$ cat config.mk
export PLATFORM = sky130hd
export DESIGN_NAME = axi_mem_slave
export DESIGN_NICKNAME = d
export VERILOG_FILES = /design/src/logic/axi_pkg.sv /design/src/logic/axi_mem_slave.sv
export VERILOG_INCLUDE_DIRS = /design/src /design/src/include
export SDC_FILE = /design/constraint.sdc
export NUM_CORES = 1
export LEC_CHECK = 0
export ABC_AREA = 1
export CORE_AREA = 2 2 154 156
export DETAILED_ROUTE_END_ITERATION = 16
export DIE_AREA = 0 0 156 158
export DONT_BUFFER_PORTS = 1
export PLACE_DENSITY = 0.47
export REMOVE_ABC_BUFFERS = 1
export SLEW_MARGIN = 20
export SYNTH_ARGS = -nofsm -noshare
export SYNTH_HDL_FRONTEND = slang
export SYNTH_SLANG_ARGS = --single-unit
$ cat constraint.sdc
create_clock -name clock -period 4.9 [get_ports clock]
set_clock_uncertainty 0.1 [all_clocks]
set_input_delay 0.245 -clock clock [delete_from_list [all_inputs] [get_ports clock]]
set_output_delay 0.245 -clock clock [all_outputs]
set_load 0.05 [all_outputs]
$ cat src/include/axi_mem_settings.svh
`ifndef AXI_MEM_SETTINGS_SVH
`define AXI_MEM_SETTINGS_SVH

// axi bus widths
`define AXI_ADDR_W 32
`define AXI_DATA_W 64
// one strobe bit per data byte
`define AXI_STRB_W 8
`define AXI_ID_W 4

// on-chip memory, 64-bit words
`define MEM_WORDS 1024
// word index width, log2 of MEM_WORDS
`define MEM_IDX_W 10
// first byte address served
`define MEM_BASE 32'h8000_0000

`endif

$ cat src/logic/axi_pkg.sv
`default_nettype none

package axi_pkg;

  // response codes on r and b
  typedef enum logic [1:0] {
    RESP_OKAY   = 2'b00,
    RESP_EXOKAY = 2'b01,
    RESP_SLVERR = 2'b10,
    RESP_DECERR = 2'b11
  } axi_resp_e;

  // burst length, beats minus one
  // max 8 beats per incr burst here
  typedef logic [2:0] axi_len_t;

endpackage

`default_nettype wire

$ cat src/logic/axi_mem_slave.sv
`timescale 1ns/1ps
`default_nettype none

`include "axi_mem_settings.svh"

module axi_mem_slave (
  input  wire logic                   clock,
  input  wire logic                   reset_n,
  // ar channel
  input  wire logic                   ar_valid_i,
  output logic                        ar_ready_o,
  input  wire logic [`AXI_ADDR_W-1:0] ar_addr_i,
  input  wire logic [`AXI_ID_W-1:0]   ar_id_i,
  input  wire axi_pkg::axi_len_t      ar_len_i,
  // r channel
  output logic                        r_valid_o,
  input  wire logic                   r_ready_i,
  output logic [`AXI_DATA_W-1:0]      r_data_o,
  output axi_pkg::axi_resp_e          r_resp_o,
  output logic                        r_last_o,
  output logic [`AXI_ID_W-1:0]        r_id_o,
  // aw channel
  input  wire logic                   aw_valid_i,
  output logic                        aw_ready_o,
  input  wire logic [`AXI_ADDR_W-1:0] aw_addr_i,
  input  wire logic [`AXI_ID_W-1:0]   aw_id_i,
  // w channel
  input  wire logic                   w_valid_i,
  output logic                        w_ready_o,
  input  wire logic [`AXI_DATA_W-1:0] w_data_i,
  input  wire logic [`AXI_STRB_W-1:0] w_strb_i,
  input  wire logic                   w_last_i,
  // b channel
  output logic                        b_valid_o,
  input  wire logic                   b_ready_i,
  output axi_pkg::axi_resp_e          b_resp_o,
  output logic [`AXI_ID_W-1:0]        b_id_o,
  // memory ports
  output logic                        mem_we_o,
  output logic [`MEM_IDX_W-1:0]       mem_widx_o,
  output logic [`AXI_DATA_W-1:0]      mem_wdata_o,
  output logic [`AXI_STRB_W-1:0]      mem_wstrb_o,
  output logic [`MEM_IDX_W-1:0]       mem_ridx_o,
  input  wire logic [`AXI_DATA_W-1:0] mem_rdata_i
);
  import axi_pkg::*;

  // memory size in bytes
  localparam int unsigned MEM_SPAN = `MEM_WORDS * (`AXI_DATA_W / 8);

  typedef enum logic [1:0] {R_IDLE, R_FETCH, R_DATA} r_state_e;
  typedef enum logic [1:0] {W_IDLE, W_DATA, W_RESP} w_state_e;

  // byte address inside the memory window
  function automatic logic in_range(input logic [`AXI_ADDR_W-1:0] addr);
    logic [`AXI_ADDR_W-1:0] off;
    off = addr - `MEM_BASE;
    return off < MEM_SPAN;
  endfunction

  // 8-byte word index from the window offset
  function automatic logic [`MEM_IDX_W-1:0] word_idx(input logic [`AXI_ADDR_W-1:0] addr);
    logic [`AXI_ADDR_W-1:0] off;
    off = addr - `MEM_BASE;
    return off[`MEM_IDX_W+2:3];
  endfunction

  r_state_e               r_state_q;
  axi_len_t               r_cnt_q, r_len_q;
  logic [`AXI_ADDR_W-1:0] r_addr_q, r_addr_nxt;
  logic [`AXI_ID_W-1:0]   r_id_q;
  logic                   ar_hs, r_hs, r_ok;

  w_state_e               w_state_q;
  logic [`AXI_ADDR_W-1:0] w_addr_q;
  logic [`AXI_ID_W-1:0]   w_id_q;
  axi_resp_e              b_resp_q;
  logic                   aw_hs, w_hs, b_hs, w_ok;

  assign ar_hs      = ar_valid_i && ar_ready_o;
  assign r_hs       = r_valid_o && r_ready_i;
  assign aw_hs      = aw_valid_i && aw_ready_o;
  assign w_hs       = w_valid_i && w_ready_o;
  assign b_hs       = b_valid_o && b_ready_i;
  assign r_addr_nxt = r_addr_q + (`AXI_DATA_W / 8);
  assign r_ok       = in_range(r_addr_q);
  assign w_ok       = in_range(w_addr_q);

  // read fsm, fetch cycle covers the array latency
  always_ff @(posedge clock) begin
    if (!reset_n) begin
      r_state_q <= R_IDLE;
      r_cnt_q   <= '0;
    end else begin
      case (r_state_q)
        R_IDLE: if (ar_hs) begin
          r_state_q <= R_FETCH;
          r_cnt_q   <= '0;
        end
        R_FETCH: r_state_q <= R_DATA;
        R_DATA: if (r_hs) begin
          if (r_last_o) r_state_q <= R_IDLE;
          else r_cnt_q <= r_cnt_q + 1'b1;
        end
        default: r_state_q <= R_IDLE;
      endcase
    end
  end

  // burst address counter, incr only
  always_ff @(posedge clock) begin
    if (ar_hs) begin
      r_addr_q <= ar_addr_i;
      r_len_q  <= ar_len_i;
      r_id_q   <= ar_id_i;
    end else if (r_hs) begin
      r_addr_q <= r_addr_nxt;
    end
  end

  // next word is fetched on the beat handshake
  // while stalled the same word is read again
  assign mem_ridx_o = r_hs ? word_idx(r_addr_nxt) : word_idx(r_addr_q);

  assign ar_ready_o = (r_state_q == R_IDLE);
  assign r_valid_o  = (r_state_q == R_DATA);
  assign r_data_o   = r_ok ? mem_rdata_i : '0;
  assign r_resp_o   = r_ok ? RESP_OKAY : RESP_SLVERR;
  assign r_last_o   = (r_cnt_q == r_len_q);
  assign r_id_o     = r_id_q;

  // write fsm
  always_ff @(posedge clock) begin
    if (!reset_n) begin
      w_state_q <= W_IDLE;
    end else begin
      case (w_state_q)
        W_IDLE: if (aw_hs) w_state_q <= W_DATA;
        W_DATA: if (w_hs && w_last_i) w_state_q <= W_RESP;
        W_RESP: if (b_hs) w_state_q <= W_IDLE;
        default: w_state_q <= W_IDLE;
      endcase
    end
  end

  always_ff @(posedge clock) begin
    if (aw_hs) begin
      w_addr_q <= aw_addr_i;
      w_id_q   <= aw_id_i;
    end
    if (w_hs) b_resp_q <= w_ok ? RESP_OKAY : RESP_SLVERR;
  end

  assign aw_ready_o = (w_state_q == W_IDLE);
  assign w_ready_o  = (w_state_q == W_DATA);
  assign b_valid_o  = (w_state_q == W_RESP);
  assign b_resp_o   = b_resp_q;
  assign b_id_o     = w_id_q;

  // out-of-range writes never reach the array
  assign mem_we_o    = w_hs && w_ok;
  assign mem_widx_o  = word_idx(w_addr_q);
  assign mem_wdata_o = w_data_i;
  assign mem_wstrb_o = w_strb_i;

endmodule

`default_nettype wire

==> impl_metrics.py <==
metrics = {
    "final_layout": {
        "num_antenna_cells": 0,
        "drive_gt1_share_pct": 13.2,
        "utilization_pct": 26.3,
        "stdcell_count": 940,
        "layout_commonest_cell": "nand2_1",
        "post-route-cell-area_sq_mm": 0.00607,
        "syn_to_final_growth_pct": 11.1,
        "layout.nets": 866,
        "final_cell_mix": "nand2_1, inv_1, edfxtp_1, nor2_1, dlygate4sd3_1",
    },
    "global_routing": {
        "grt.overflow.total": 0,
        "grt_usage_pct": 15.8,
        "grt_pass1_wl_um": 27000,
        "antenna_found_initial": 0,
        "grt_max_degree": 41,
        "grt_pass1_vias": 4023,
    },
    "sta": {
        "fmax_mhz": 273,
        "tns_ns": 0,
        "period_minus_slack_ns": 3.66,
        "min_period_over_period_pct": 74.7,
        "max_slew_margin_pct": 27.9,
        "slew_violations": 0,
        "rsz0062_at_grt": "false",
        "hold_violations": 0,
        "tightest_slew_ns": 1.07,
        "finalSetupViolations": 0,
    },
    "placed_design": {
        "port_buffers": 0,
        "placed_cells": 862,
        "dp_hpwl_um": 15700,
        "place_area_sq_mm": 0.00513,
        "gp_routability_congestion": 0.812,
    },
    "power_and_ir_drop": {
        "cellInternalPower_mw": 1.35,
        "power.density_mw_per_mm2": 320,
        "combPwrFrac_pct": 17.0,
        "p_sw_uw": 597,
        "leakage_nw": 2.49,
        "clock_power_share_pct": 37.6,
        "pwr-share-seq_pct": 45.4,
        "switching_share_pct": 30.8,
        "ir_drop_mv": 0.262,
    },
    "yosys": {
        "yosysUniqueCellTypes": 30,
        "syn_inst": 663,
        "ys_seq_area_share_pct": 41.1,
        "synth_compound_area_share_pct": 2.82,
        "yosysWarnings": 0,
        "synth-simple-area-share_pct": 32.6,
        "synth_top_family_by_area": "simple AND/OR/NAND/NOR gates",
        "syn_avg_cell_area_sq_um": 8.24,
        "ys_ff_latch": 77,
        "syn_area_sq_mm": 0.00546,
        "synth_adder_area_share_pct": 0.458,
        "synth_xor_area_share_pct": 1.92,
        "synth.mux.area_fraction_pct": 0,
    },
    "clocking": {
        "numCtsBuffers": 9,
        "cts.sinks": 77,
        "h-tree-depth": 3,
        "clk_pin_slew_worst_paths_ns": 0.06,
        "post_cts_buffers": 0,
        "clock-root-buffer": "clkbuf_16",
        "clk_latency_ns": 0.34,
        "cts_tree": "done",
        "postCtsHoldBufs": 62,
        "cts.path.max_buffers": 2,
        "cts_resized": 0,
    },
    "detailed_routing": {
        "antenna_left": 0,
        "initialDrtViolationCount": 280,
        "vias": 4262,
        "drt_first_pass_iters": 5,
        "wl_per_cell_um": 21.4,
        "drt_wl_total_um": 20100,
        "drc": 0,
        "vias_per_cell": 4.53,
    },
    "setup_path": {
        "ff2ff_path_depth": 6,
        "required_ns": 4.55,
        "rrSetupSlack_ns": 1.87,
        "startpoint": "r_addr_q[14]",
        "arrival_ns": 3.32,
        "cp_slowest_cell": "nand4_1",
        "cp-start-kind": "flop",
        "reg2reg_to": "r_addr_q[11]",
        "end_kind": "output port",
        "max_stage_delay_ns": 0.79,
        "cp_max_fo": 40,
        "crit_type": "flop to output port",
        "cp_cell_sequence": "nor4_1 -> nand4_1 -> buf_12 -> nor2_1",
        "r2r_start": "r_state_q[0]",
    },
    "min_path": {
        "hold_end": "r_addr_q[31]",
        "holdPathStages": 2,
        "min-delay-start": "ar_addr_i[31]",
        "hp-class": "input pin to flop",
    },
    "floorplanning": {
        "row_count": 56,
        "pin_count": 394,
        "die_h_um": 158,
        "die_area_sq_mm": 0.0246,
        "initial_core_util_pct": 23.7,
        "die_w_um": 156,
        "coreArea_sq_mm": 0.0231,
    },
    "status": {
        "outcome": "finished, final reports clean",
    },
    "job": {
        "timing.max_cap.violations": 0,
    },
}
## cell families (layout without fill, tap and decap cells)
| group | count (synthesis) | after routing |
|---|---|---|
| buf+inv | 203 | 189 |
| fa+ha+maj | 2 | 2 |
| simple gates | 339 | 339 |
| flops | 77 | 77 |
| compound gates | 29 | 29 |
| xor+xnor | 12 | 12 |
| other cells | 1 | 2 |
## stage by stage
step                hold slack [ns]  setup slack [ns]  total power [mW]
floorplan                     0.244             -3.22              1.11
global route                 0.0208              1.08              2.03
global placement              0.244              1.67              1.18
finish                       0.0188              1.24              1.94
detailed placement            0.244              1.63              1.18
CTS                         0.00339              1.26              1.96
## Yosys cell counts
library cell / n / area share [%]
xnor2_1: 4 / 0.64
edfxtp_1: 70 / 38
nand3_1: 23 / 2.1
ha_1: 2 / 0.46
buf_8: 5 / 1.4
nand2_2: 2 / 0.23
nand2_1: 169 / 12
nor2_4: 54 / 11
dfxtp_1: 7 / 2.6
buf_4: 85 / 12
conb_1: 1 / 0.069
nand3b_1: 3 / 0.41
inv_1: 104 / 7.1
inv_2: 1 / 0.069
a21oi_1: 5 / 0.46
a31oi_1: 3 / 0.34
nand4_1: 9 / 1.0
nand3_2: 1 / 0.18
o21a_1: 1 / 0.14
nor2_1: 66 / 4.5
nor4_1: 4 / 0.46
buf_6: 1 / 0.21
o21ai_1: 5 / 0.46
o21ai_0: 14 / 1.3
clkbuf_1: 1 / 0.069
nor3_1: 2 / 0.18
buf_2: 6 / 0.55
xor2_1: 8 / 1.3
nor2_2: 6 / 0.69
o21bai_1: 1 / 0.14
## critical path: cells and delay by family (launching register included)
kind                   cells  cell delay [ns]
buffers and inverters      1             0.53
DFF                        1             0.50
and+or+nand+nor            3             1.88
## layout make-up
class	count	area (sq um)
inverter	105	394
sequential	77	2240
clock inverter	6	92.6
timing repair buffer	68	678
multi-input combinational	384	2070
clock buffer	10	229
tap	290	363
fill	2424	17000
## power by group through the flow
stage               Clock [mW]  Combinational [mW]  Sequential (mW)
CTS                      0.745               0.333            0.881
finish                   0.731               0.331            0.881
global placement             0               0.290            0.894
global route             0.775               0.366            0.889
floorplan                    0               0.232            0.879
detailed placement           0               0.291            0.894
## registers in the layout, summed over array words and instances (netlist names)
signal / flops
r_len_q: 3
b_resp_o: 1
r_addr_q: 29
r_state_q: 2
w_state_q: 2
b_id_o: 4
r_id_o: 4
r_cnt_q: 3
w_addr_q: 29
## per-layer routing
metal,GRT usage (%),vias to the layer above,wire length [um]
li1,-,1918,-
met1,15.7,1901,7310
met2,23.6,407,8410
met3,13.8,28,3730
met4,4.50,8,398
met5,8.70,-,262
## how the worst max path moves through the flow
| stage | endpoint | slack (ns) |
|---|---|---|
| final | r_data_o[54] | 1.24 |
| after global routing | r_data_o[56] | 1.08 |
| after CTS | r_data_o[54] | 1.26 |
| after detailed placement | r_data_o[54] | 1.63 |
| after global placement | r_data_o[54] | 1.67 |
| after floorplan | r_data_o[0] | -3.22 |
Note: power is estimated with default switching activity, not from simulation.
